## src/common/dataMemPkg.sv

```systemverilog
`default_nettype none

package dataMemPkg;

    // Bus geometry
    localparam int AddrWidth   = 32;                     // Address and data width
    localparam int ByteWidth   = 8;
    localparam int HalfWidth   = 2 * ByteWidth;          // lh/sh payload
    localparam int LaneCount   = AddrWidth / ByteWidth;  // Four byte lanes
    localparam int OffsetWidth = $clog2(LaneCount);      // Byte offset inside a word

    // Bank depth
    localparam int MemWords       = 4096;                // Words per bank
    localparam int WordIndexWidth = $clog2(MemWords);    // Address bits 13:2

    // Access size as driven on ByteSig
    typedef enum logic [1:0] {
        sizeWord = 2'b00,   // lw / sw
        sizeHalf = 2'b01,   // lh / sh
        sizeByte = 2'b10,   // lb / sb
        sizeBad  = 2'b11    // Never legal
    } accessSizeT;

    // Row address shared by all banks
    typedef logic [WordIndexWidth-1:0] wordIndexT;

    // One byte per lane, lane 0 is the least significant byte
    typedef logic [LaneCount-1:0][ByteWidth-1:0] laneBytesT;

endpackage

`default_nettype wire

```

## src/dataMemory/loadExtractor.sv

```systemverilog
`timescale 1ns/1ps
`default_nettype none

module loadExtractor (
    input  logic                               Clock,
    input  logic                               rstN,
    input  logic                               readEnable,   // Legal read requested
    input  logic                               legal,        // Aligner verdict on the access
    input  dataMemPkg::accessSizeT             accessSize,
    input  logic [dataMemPkg::OffsetWidth-1:0] byteOffset,
    input  dataMemPkg::laneBytesT              laneBytes,    // Bank outputs, one per lane
    output logic [dataMemPkg::AddrWidth-1:0]   ReadData
);
    import dataMemPkg::*;

    // Request state lined up with the bank read
    logic                   readEnableQ;
    logic                   legalQ;
    accessSizeT             sizeQ;
    logic [OffsetWidth-1:0] offsetQ;

    // Select path
    logic [AddrWidth-1:0] loadWord;   // Word assembled from the lanes
    logic [HalfWidth-1:0] halfSel;    // Addressed halfword
    logic [ByteWidth-1:0] byteSel;    // Addressed byte
    logic [AddrWidth-1:0] extended;   // Sign-extended result

    // Control state
    always_ff @(posedge Clock) begin
        if (!rstN) begin
            readEnableQ <= 1'b0;
            legalQ      <= 1'b0;
        end else begin
            readEnableQ <= readEnable;
            legalQ      <= legal;
        end
    end

    // Size and offset follow the bank address into the same edge
    always_ff @(posedge Clock) begin
        sizeQ   <= accessSize;
        offsetQ <= byteOffset;
    end

    assign loadWord = laneBytes;
    assign halfSel  = offsetQ[1] ? loadWord[AddrWidth-1:HalfWidth]
                                 : loadWord[HalfWidth-1:0];   // Offset 2 or 0
    assign byteSel  = laneBytes[offsetQ];

    // Sign extension by size
    always_comb begin
        case (sizeQ)
            sizeWord: extended = loadWord;
            sizeHalf: extended = {{(AddrWidth - HalfWidth){halfSel[HalfWidth-1]}}, halfSel};
            sizeByte: extended = {{(AddrWidth - ByteWidth){byteSel[ByteWidth-1]}}, byteSel};
            default:  extended = '0;   // Reserved size reads zero
        endcase
    end

    // Idle or illegal cycles read zero
    assign ReadData = (readEnableQ && legalQ) ? extended : '0;

endmodule

`default_nettype wire

```

## config.mk

```make
export PLATFORM = sky130hd
export DESIGN_NAME = loadExtractor
export DESIGN_NICKNAME = d
export VERILOG_FILES = /design/src/common/dataMemPkg.sv /design/src/dataMemory/loadExtractor.sv
export SDC_FILE = /design/constraint.sdc
export NUM_CORES = 1
export LEC_CHECK = 0
export BUFFER_PORTS_ARGS = -buffer_cell sky130_fd_sc_hd__buf_2
export CORE_MARGIN = 2
export CORE_UTILIZATION = 40
export CTS_CLUSTER_DIAMETER = 30
export DETAILED_ROUTE_END_ITERATION = 6
export GPL_ROUTABILITY_DRIVEN = 0
export GPL_TIMING_DRIVEN = 0
export PLACE_DENSITY_LB_ADDON = 0.05
export SYNTH_ARGS = -nofsm -noshare
export SYNTH_HDL_FRONTEND = slang
export SYNTH_SLANG_ARGS = --single-unit
```

## constraint.sdc

```tcl
create_clock -name Clock -period 1.86 [get_ports Clock]
set_clock_uncertainty 0.2 [all_clocks]
set_input_delay 0.186 -clock Clock [delete_from_list [all_inputs] [get_ports Clock]]
set_output_delay 0.186 -clock Clock [all_outputs]
set_load 0.005 [all_outputs]
```

==> flow_summary_export.csv <==
group,metric,value,unit
run_status,violations,"setup timing",
synth,synth-compound-area-share,0.418,
flow_run,cap_violations,0,
power,p_leak,0.000871,uW
synth,synth_area_leader_cell,"mux2_2",
routing,vias,1440,
synth,synth_area_leaders,"mux2_2, dfxtp_1, a31oi_1, a21oi_1, nand2_1",
clocking,clockBufferDepth,2,
sta,relSlewSlack,0.766,
critical_path,end_kind,"output port",
routing,wl_per_cell,15.1,um
sta,rsz0062_at_grt,"yes",
critical_path,crit_required,1.47,ns
synth,synth-xor-area-share,0,
synth,yosysUniqueCellTypes,22,
routing,routed_wl,3880,um
sta,hold-worst-slack,0.386,ns
global_routing,antenna_found_initial,0,
synth,avgSynthCellArea,7.27,um^2
min_path,hp-class,"primary input to flop",
power,peakVddDrop,0.000449,V
routing,wl_met1,1590,um
power,total_power,540,uW
routing,ant_nets,0,
placed_design,portBuffers,71,
synth,synth_seq_cells,6,
final_layout,drive_above_1_share,0.561,
final_layout,final_core_util,0.740,
global_routing,grt_pass1_wl,5840,um
sta,slew_viol_final,0,
sta,post-route-min-period,1.99,ns
critical_path,critPathMaxFanout,10,
global_routing,grt_max_degree,11,
final_layout,final_cell_mix,"buf_2, nand2_1, a31oi_1, a21oi_1, mux2_2",
final_layout,fin_nets,272,
clocking,cts_buffers,3,
clocking,clk_pin_slew,0.04,ns
placed_design,pre_cts_slack,-0.0407,ns
sta,fin_tns_setup,-2.86,ns
synth,synth_area,981,um^2
sta,worst_slew_pin_slew,0.350,ns
sta,setup_viol,32,
sta,fin_crit_sh,1.07,
die,io_pins,72,
clocking,cts.htree.levels,1,
routing,dr.max_layer_used,"met4",
final_layout,syn_to_final_growth,71.7,%
final_layout,insertedDiodeCount,0,
synth,synth_top_cell_area_share,0.184,
critical_path,critPathCapture,"ReadData[24]",
critical_path,critPathLaunchType,"flop",
synth,synth_fa_ha_area_frac,0,
die,die_height,53.5,um
routing,dr_wl_met3,308,um
die,die_area,2860,um^2
sta,fin_ws,-0.128,ns
global_routing,grt_overflow_total,0,
synth,syn_inst,135,
synth,synth_sequential_area_ratio,0.122,
global_routing,grt_pass1_vias,1344,
synth,synth_simple_gate_area_frac,0.185,
routing,drc_errors,0,
die,fp-row-count,17,
final_layout,seqCellArea,128,um^2
power,p_per_area,321,nW/um^2
final_layout,multi_input_area,818,um^2
die,initial_core_util,0.431,
synth,synthMuxAreaShare,0.184,
final_layout,fillers,176,
clocking,cts_root_buf,"clkbuf_4",
clocking,cts_tree,"yes",
synth,synth_top_family_by_area,"compound AO/OA/AOI/OAI gates",
sta,hold_violations,0,
synth,syn_nets,175,
sta,clock.fmax,0.503,GHz
synth,yosysWarnings,0,
routing,dr.pass1.iters,4,
routing,viasPerCell,5.58,
routing,wl_met2,1940,um
run_status,status,"finished with violations",
critical_path,critPathLaunch,"sizeQ[0]",
clocking,cts_num_sinks,6,
critical_path,worstPathArrival,1.60,ns
die,coreArea,2280,um^2
die,die_x,53.5,um
critical_path,criticalPathCategory,"flop to output port",
global_routing,track_usage,0.274,
final_layout,final_common_cell,"buf_2",
placed_design,hpwlAfterDp,2650,um
routing,drt_iter0_markers,46,
[cells in the mapped netlist]
library cell / n
nand2_1: 18
a31oi_1: 17
mux2_2: 16
a21oi_1: 15
a21boi_0: 8
and3_1: 8
buf_2: 8
o21bai_1: 8
a22oi_1: 7
o21ai_0: 7
dfxtp_1: 6
clkbuf_1: 5
and2_1: 2
buf_6: 2
a22oi_4: 1
and2b_1: 1
and3b_1: 1
buf_4: 1
nand2_4: 1
nand3_1: 1
nor2_2: 1
nor3b_2: 1
[worst max-delay path, stage by stage, from the launching register on]
cell and delay (ns):
dfxtp_4 0.37, and3b_1 0.18, buf_4 0.17, a22oi_4 0.23, buf_6 0.18, a31oi_2 0.09, buf_2 0.13
[per-stage QoR]
stage          cell area (um^2)  instances
2_1_floorplan               981        135
3_3_place_gp               1370        234
3_5_place_dp               1370        234
4_1_cts                    1570        250
5_1_grt                    1680        258
6_report                   1680        258
[power by group]
part           internal (uW)  leakage (uW)  switching (uW)
logic                    151      0.000806             128
registers                135     0.0000511            7.94
clock network           72.9     0.0000138            45.6
total                    359      0.000871             181
[area by class of cell]
type / instances / share of cell area
tap: 28 / 0.0208
sequential: 6 / 0.0758
timing repair buffer: 92 / 0.322
buffer: 16 / 0.0825
clock buffer: 3 / 0.0134
multi-input combinational: 113 / 0.486
[kinds of logic after synthesis]
family                 Yosys count
AO/OA/AOI/OAI                   63
buffers and inverters           16
flip-flops                       6
multiplexers                    16
AND/OR/NAND/NOR                 34
[flip-flops by register name (all words and copies together), names as in the netlist]
register,flops
legalQ,1
offsetQ,2
readEnableQ,1
sizeQ,2
[per-layer routing]
metal / GRT usage / vias up
met2: 0.481 / 75
met4: 0.115 / 0
met3: 0.0254 / 4
li1: - / 702
met5: 0 / -
met1: 0.338 / 659
[worst min-delay path by stage]
stage / startpoint / to / slack, ns / depth (start not counted)
floorplan: byteOffset[0] / offsetQ[0] / 0.01 / 0
global placement: accessSize[1] / sizeQ[1] / 0.09 / 1
detailed placement: byteOffset[0] / offsetQ[0] / 0.09 / 1
CTS: accessSize[1] / sizeQ[1] / 0.37 / 2
global route: accessSize[0] / sizeQ[0] / 0.38 / 2
finish: accessSize[0] / sizeQ[0] / 0.39 / 2
[repair_timing]
| item | in CTS | in global routing |
|---|---|---|
| endpoints found under the hold margin | 6 | 0 |
| resized for setup | 24 | 19 |
| setup endpoints to repair | 32 | 32 |
| pin swaps | 3 | 3 |
| gates cloned | 2 | 1 |
| hold buffers | 8 | 0 |
| buffers inserted | 3 | 7 |
(Power assumes the default switching activity.)
