**src/common/dataMemPkg.sv**
```systemverilog
`default_nettype none

package dataMemPkg;

    // Bus geometry
    localparam int AddrWidth   = 32;                     // Address and data width
    localparam int ByteWidth   = 8;
    localparam int HalfWidth   = 2 * ByteWidth;          // lh/sh payload
    localparam int LaneCount   = AddrWidth / ByteWidth;  // Four byte lanes
    localparam int OffsetWidth = $clog2(LaneCount);      // Byte offset inside a word

    // Bank depth
    localparam int MemWords       = 4096;                // Words per bank
    localparam int WordIndexWidth = $clog2(MemWords);    // Address bits 13:2

    // Access size as driven on ByteSig
    typedef enum logic [1:0] {
        sizeWord = 2'b00,   // lw / sw
        sizeHalf = 2'b01,   // lh / sh
        sizeByte = 2'b10,   // lb / sb
        sizeBad  = 2'b11    // Never legal
    } accessSizeT;

    // Row address shared by all banks
    typedef logic [WordIndexWidth-1:0] wordIndexT;

    // One byte per lane, lane 0 is the least significant byte
    typedef logic [LaneCount-1:0][ByteWidth-1:0] laneBytesT;

endpackage

`default_nettype wire

```
**src/common/laneIf.sv**
```systemverilog
`timescale 1ns/1ps
`default_nettype none

// Per-lane request from the store aligner to the byte banks
interface laneIf;
    import dataMemPkg::*;

    wordIndexT            wordIndex;    // Row in every bank
    logic [LaneCount-1:0] laneWrite;    // One write strobe per lane
    laneBytesT            laneData;     // Store data already placed on its lanes
    logic                 readEnable;   // Legal read in this cycle

    // Aligner side drives the whole request
    modport aligner (
        output wordIndex,
        output laneWrite,
        output laneData,
        output readEnable
    );

    // Banks only see the row, strobes and data
    modport bank (
        input wordIndex,
        input laneWrite,
        input laneData
    );

endinterface

`default_nettype wire

```
**src/dataMemory/storeAligner.sv**
```systemverilog
`timescale 1ns/1ps
`default_nettype none

module storeAligner (
    input  logic [dataMemPkg::AddrWidth-1:0]   Address,
    input  logic [dataMemPkg::AddrWidth-1:0]   WriteData,
    input  logic                               MemWrite,
    input  logic                               MemRead,
    input  dataMemPkg::accessSizeT             ByteSig,
    laneIf.aligner                             lanes,
    output dataMemPkg::accessSizeT             accessSize,   // Size handed to the extractor
    output logic [dataMemPkg::OffsetWidth-1:0] byteOffset,   // Byte within the word
    output logic                               legal         // Size and offset agree
);
    import dataMemPkg::*;

    logic [OffsetWidth-1:0] offset;     // Low address bits
    logic [LaneCount-1:0]   laneMask;   // Lanes covered by the access
    laneBytesT              placedData; // Store data copied onto every lane

    assign offset = Address[OffsetWidth-1:0];

    // Size and offset decode
    always_comb begin
        legal      = 1'b0;
        laneMask   = '0;
        placedData = WriteData;             // Word goes out as is
        case (ByteSig)
            sizeWord: begin
                legal    = (offset == '0);  // Word must sit on a 4-byte boundary
                laneMask = '1;
            end
            sizeHalf: begin
                legal      = ~offset[0];    // Even addresses only
                laneMask   = offset[1] ? 4'b1100 : 4'b0011;
                placedData = {2{WriteData[HalfWidth-1:0]}};
            end
            sizeByte: begin
                legal      = 1'b1;          // Any offset is fine
                laneMask   = 4'b0001 << offset;
                placedData = {LaneCount{WriteData[ByteWidth-1:0]}};
            end
            sizeBad: begin
                // Reserved encoding touches nothing
                legal    = 1'b0;
                laneMask = '0;
            end
        endcase
    end

    // Request to the banks
    assign lanes.wordIndex  = Address[OffsetWidth +: WordIndexWidth]; // Wraps on the low bits
    assign lanes.laneData   = placedData;
    assign lanes.laneWrite  = (MemWrite && legal) ? laneMask : '0;
    assign lanes.readEnable = MemRead && legal;

    // Side info for the load path
    assign accessSize = ByteSig;
    assign byteOffset = offset;

endmodule

`default_nettype wire

```
**src/flat_wrapper.sv**
```systemverilog
// flat-port wrapper written by rule: the top's interface ports become plain ports
module storeAligner_flat import dataMemPkg::*;
  (Address, WriteData, MemWrite, MemRead, ByteSig, accessSize, byteOffset, legal, lanes_wordIndex, lanes_laneWrite, lanes_laneData, lanes_readEnable);
  laneIf lanes_i ();
  input  logic [dataMemPkg::AddrWidth-1:0] Address;
  input  logic [dataMemPkg::AddrWidth-1:0] WriteData;
  input  logic MemWrite;
  input  logic MemRead;
  input  dataMemPkg::accessSizeT ByteSig;
  output dataMemPkg::accessSizeT accessSize;
  output logic [dataMemPkg::OffsetWidth-1:0] byteOffset;
  output logic legal;
  output wire logic [$bits(lanes_i.wordIndex)-1:0] lanes_wordIndex;
  output wire logic [$bits(lanes_i.laneWrite)-1:0] lanes_laneWrite;
  output wire logic [$bits(lanes_i.laneData)-1:0] lanes_laneData;
  output wire logic [$bits(lanes_i.readEnable)-1:0] lanes_readEnable;
  assign lanes_wordIndex = lanes_i.wordIndex;
  assign lanes_laneWrite = lanes_i.laneWrite;
  assign lanes_laneData = lanes_i.laneData;
  assign lanes_readEnable = lanes_i.readEnable;
  storeAligner u_core (.Address(Address), .WriteData(WriteData), .MemWrite(MemWrite), .MemRead(MemRead), .ByteSig(ByteSig), .lanes(lanes_i), .accessSize(accessSize), .byteOffset(byteOffset), .legal(legal));
endmodule
```
**config.mk**
```make
export PLATFORM = sky130hd
export DESIGN_NAME = storeAligner_flat
export DESIGN_NICKNAME = d
export VERILOG_FILES = /design/src/common/dataMemPkg.sv /design/src/common/laneIf.sv /design/src/dataMemory/storeAligner.sv /design/src/flat_wrapper.sv
export SDC_FILE = /design/constraint.sdc
export NUM_CORES = 1
export LEC_CHECK = 0
export ABC_AREA = 1
export BUFFER_PORTS_ARGS = -buffer_cell sky130_fd_sc_hd__buf_2
export CAP_MARGIN = 20
export CORE_MARGIN = 2
export CORE_UTILIZATION = 29
export DETAILED_ROUTE_END_ITERATION = 16
export PLACE_DENSITY = 0.82
export SLEW_MARGIN = 20
export SYNTH_ARGS = -nofsm -noshare
export SYNTH_HDL_FRONTEND = slang
export SYNTH_SLANG_ARGS = --single-unit
```
**constraint.sdc**
```tcl
create_clock -name vclk -period 2
set_clock_uncertainty 0.2 [all_clocks]
set_input_delay 0.5 -clock vclk [all_inputs]
set_output_delay 0.5 -clock vclk [all_outputs]
set_load 0.01 [all_outputs]
```
==> results_tabular.tex <==
\begin{tabular}{lr}
\hline
Metric & Value \\
\hline
\multicolumn{2}{l}{\textbf{Status}} \\
Run status & finished, violations left \\
Violations in the final reports & negative setup slack \\
\multicolumn{2}{l}{\textbf{Synth}} \\
Number of instances in the synthesized netlist & around 140 \\
Top post-synthesis cells by area & buf\_4 (25\%), inv\_1 (19\%), o21ai\_0 (16\%), nand2\_1 (10\%), o22ai\_1 (6.8\%) \\
Count of warnings emitted by yosys & 0 \\
Distinct cells, synth & 17 \\
Most common cell in the netlist & inv\_1 \\
Post-synthesis net count & $\sim$210 \\
Avg Cell Area, Syn & approximately 5.2 sq um \\
Top cell type by total area after synthesis & buf\_4 \\
Post-synth design cell area & 732.0 sq um \\
Post-synth top area share & 24.62\% \\
Most used standard cells in the synthesized netlist & inv\_1 (37), buf\_4 (24), o21ai\_0 (24) \\
Part of the Yosys area used for sequential elements & 0\% \\
\multicolumn{2}{l}{\textbf{Die}} \\
Core Area & 2432 sq um \\
Row Count & 18 \\
Initial core utilization & around 30\% \\
Die H & about 54 um \\
Area of the die & 2942 sq um \\
Horizontal die dimension & $\sim$54 um \\
I/O Pins & around 120 \\
\multicolumn{2}{l}{\textbf{Finish}} \\
Share of post-route cells with drive strength above 1 & a little under three fifths \\
Filler cell count & $\sim$270 \\
Clkbuf count & 0 \\
Final design area excluding fillers & roughly 1200 sq um \\
Seq\_cells & 0 \\
Seq. cell area & 0 sq um \\
Diodes inserted & 0 \\
Synthesis-to-finish area growth & 62.39\% \\
Final core utilization & between 40\% and 50\% \\
Post-layout nets & $\sim$270 \\
\multicolumn{2}{l}{\textbf{Route}} \\
Average wire length per cell after detail routing & $\sim$9.5 um \\
Iter 0 DRT Violations & 12 \\
Remaining design rule violation count & 0 \\
Via count & 1005 \\
Total detailed-routing wirelength & between 2000 and 2500 um \\
Count of antenna-violating nets left after detailed routing & 0 \\
Drt first pass iters & 4 \\
Post-detailed-route via-to-cell ratio & between 4 and 5 \\
\multicolumn{2}{l}{\textbf{Setup path}} \\
Critical path start-end classification & input pin to primary output \\
CP required & approximately 1300 ps \\
CP Max Fanout & 8 \\
Critical path capture point type & primary output \\
Endpoint arrival time on the critical path & roughly 1400 ps \\
Startpoint types & input pin \\
\multicolumn{2}{l}{\textbf{Power and ir drop}} \\
VDD IR-drop max & roughly 120 uV \\
Cell leakage power & approximately 0.00075 uW \\
Power per cell area & roughly 270 nW/um\^{}2 \\
\multicolumn{2}{l}{\textbf{GRT}} \\
Total global-route track usage & 13.95\% \\
Largest net degree at the start of global routing & 13 \\
Number of global-route vias before repair & $\sim$800 \\
Remaining Overflow, GRT & 0 \\
First-pass GRT wire length & between 3000 and 4000 um \\
Number of antenna violations at the first check in global routing & 0 \\
\multicolumn{2}{l}{\textbf{Job}} \\
Number of max-capacitance violations reported & 0 \\
\multicolumn{2}{l}{\textbf{STA}} \\
Final critical delay including setup and external delays & 2099 ps \\
Finish-stage setup viols & 28 \\
Number of max-slew violations in the final report & 0 \\
Number of failing hold endpoints at the final stage & 0 \\
Post-route clock period utilization & 104.9\% \\
Pin slew with the least headroom to its limit & around 150 ps \\
Relative slew slack & 89.86\% \\
Final setup TNS & -1481 ps \\
Highest clock rate & about 480 MHz \\
Setup repair after global routing missed its margin & yes \\
Worst setup slack after layout & -98.54 ps \\
\multicolumn{2}{l}{\textbf{Placement}} \\
Final estimated routing congestion in global placement & 0.6682 \\
Post-DP HPWL & between 1500 and 2000 um \\
Placed cell areas & 1022 sq um \\
Count of buffers from port buffering & 80 \\
\multicolumn{2}{l}{\textbf{Min path}} \\
Min-Delay Path Class & input pin to primary output \\
Number of cells on the worst hold path & 0 \\
\multicolumn{2}{l}{\textbf{CTS}} \\
Setup repair bufs after CTS & 0 \\
Hold-fix buffer count after cts & 0 \\
\hline
\end{tabular}
==> power by group <==
part | total (uW) | leakage (uW) | internal [uW] | switching (uW)
Sequential | 0 | 0 | 0 | 0
Clock | 0 | 0 | 0 | 0
Combinational | 326 | 0.000751 | 154 | 172
Total | 326 | 0.000751 | 154 | 172
==> logic make-up after synthesis <==
group / after synthesis / share of synthesized area, %
and+or+nand+nor: 36 / 20.85
adders and majority gates: 3 / 5.129
buffers and inverters: 68 / 48.72
AOI/OAI and AO/OA: 35 / 25.30
==> worst paths after layout <==
check,to,from
worst min-delay path,lanes_wordIndex[4],Address[6]
worst max-delay path,lanes_laneData[21],ByteSig[1]
==> metrics by stage <==
step | cells | total power [uW] | hold slack [ps] | setup WS [ps]
after floorplan | 142 | 185.1 | 891.8 | -55.68
after detailed placement | 231 | 278.8 | 800.1 | -236.6
after CTS | 231 | 302.8 | 800.1 | -96.13
after global placement | 231 | 275.2 | 800.1 | -228.1
final | 231 | 326.2 | 800.0 | -98.54
after global routing | 231 | 364.5 | 800.0 | -162.9
==> cell type report <==
type	count	area, sq um	area share (%)
Inverter	40	165.2	13.89
Multi-Input combinational cell	74	485.5	40.84
Tap cell	30	37.54	3.158
Timing Repair Buffer	87	500.5	42.11
==> routing by layer <==
layer | share of wire, % | GRT usage, %
met3 | 9.5 | 0.8197
met2 | 52 | 31.73
met5 | 0 | 0
met4 | 0.41 | 0.4167
met1 | 38 | 13.73
==> worst max-delay path, stage by stage <==
cell	delay, ps
buf_8	90
inv_4	40
ha_4	290
o21ai_1	80
buf_6	150
o22ai_1	90
buf_2	150
==> cell usage in the layout, fill, tap and decap left out <==
cell type  count
buf_2         78
inv_1         35
nand2_1       18
o21ai_1       16
o21ai_0        9
nor2_1         9
o22ai_2        7
buf_6          4
inv_4          3
nand2_2        3
ha_4           3
o21ai_2        2
nor2_2         2
buf_8          2
buf_4          2
o22ai_1        1
inv_2          1
nor3_4         1
nand3_1        1
inv_8          1
nand3_2        1
nor3_2         1
buf_12         1
==> timing repair <==
item                                    CTS  global route
gates resized for setup                  25            24
pin swaps                                14             9
endpoints found under the setup margin   29            29
No activity file was read; power rests on OpenSTA's default activity.
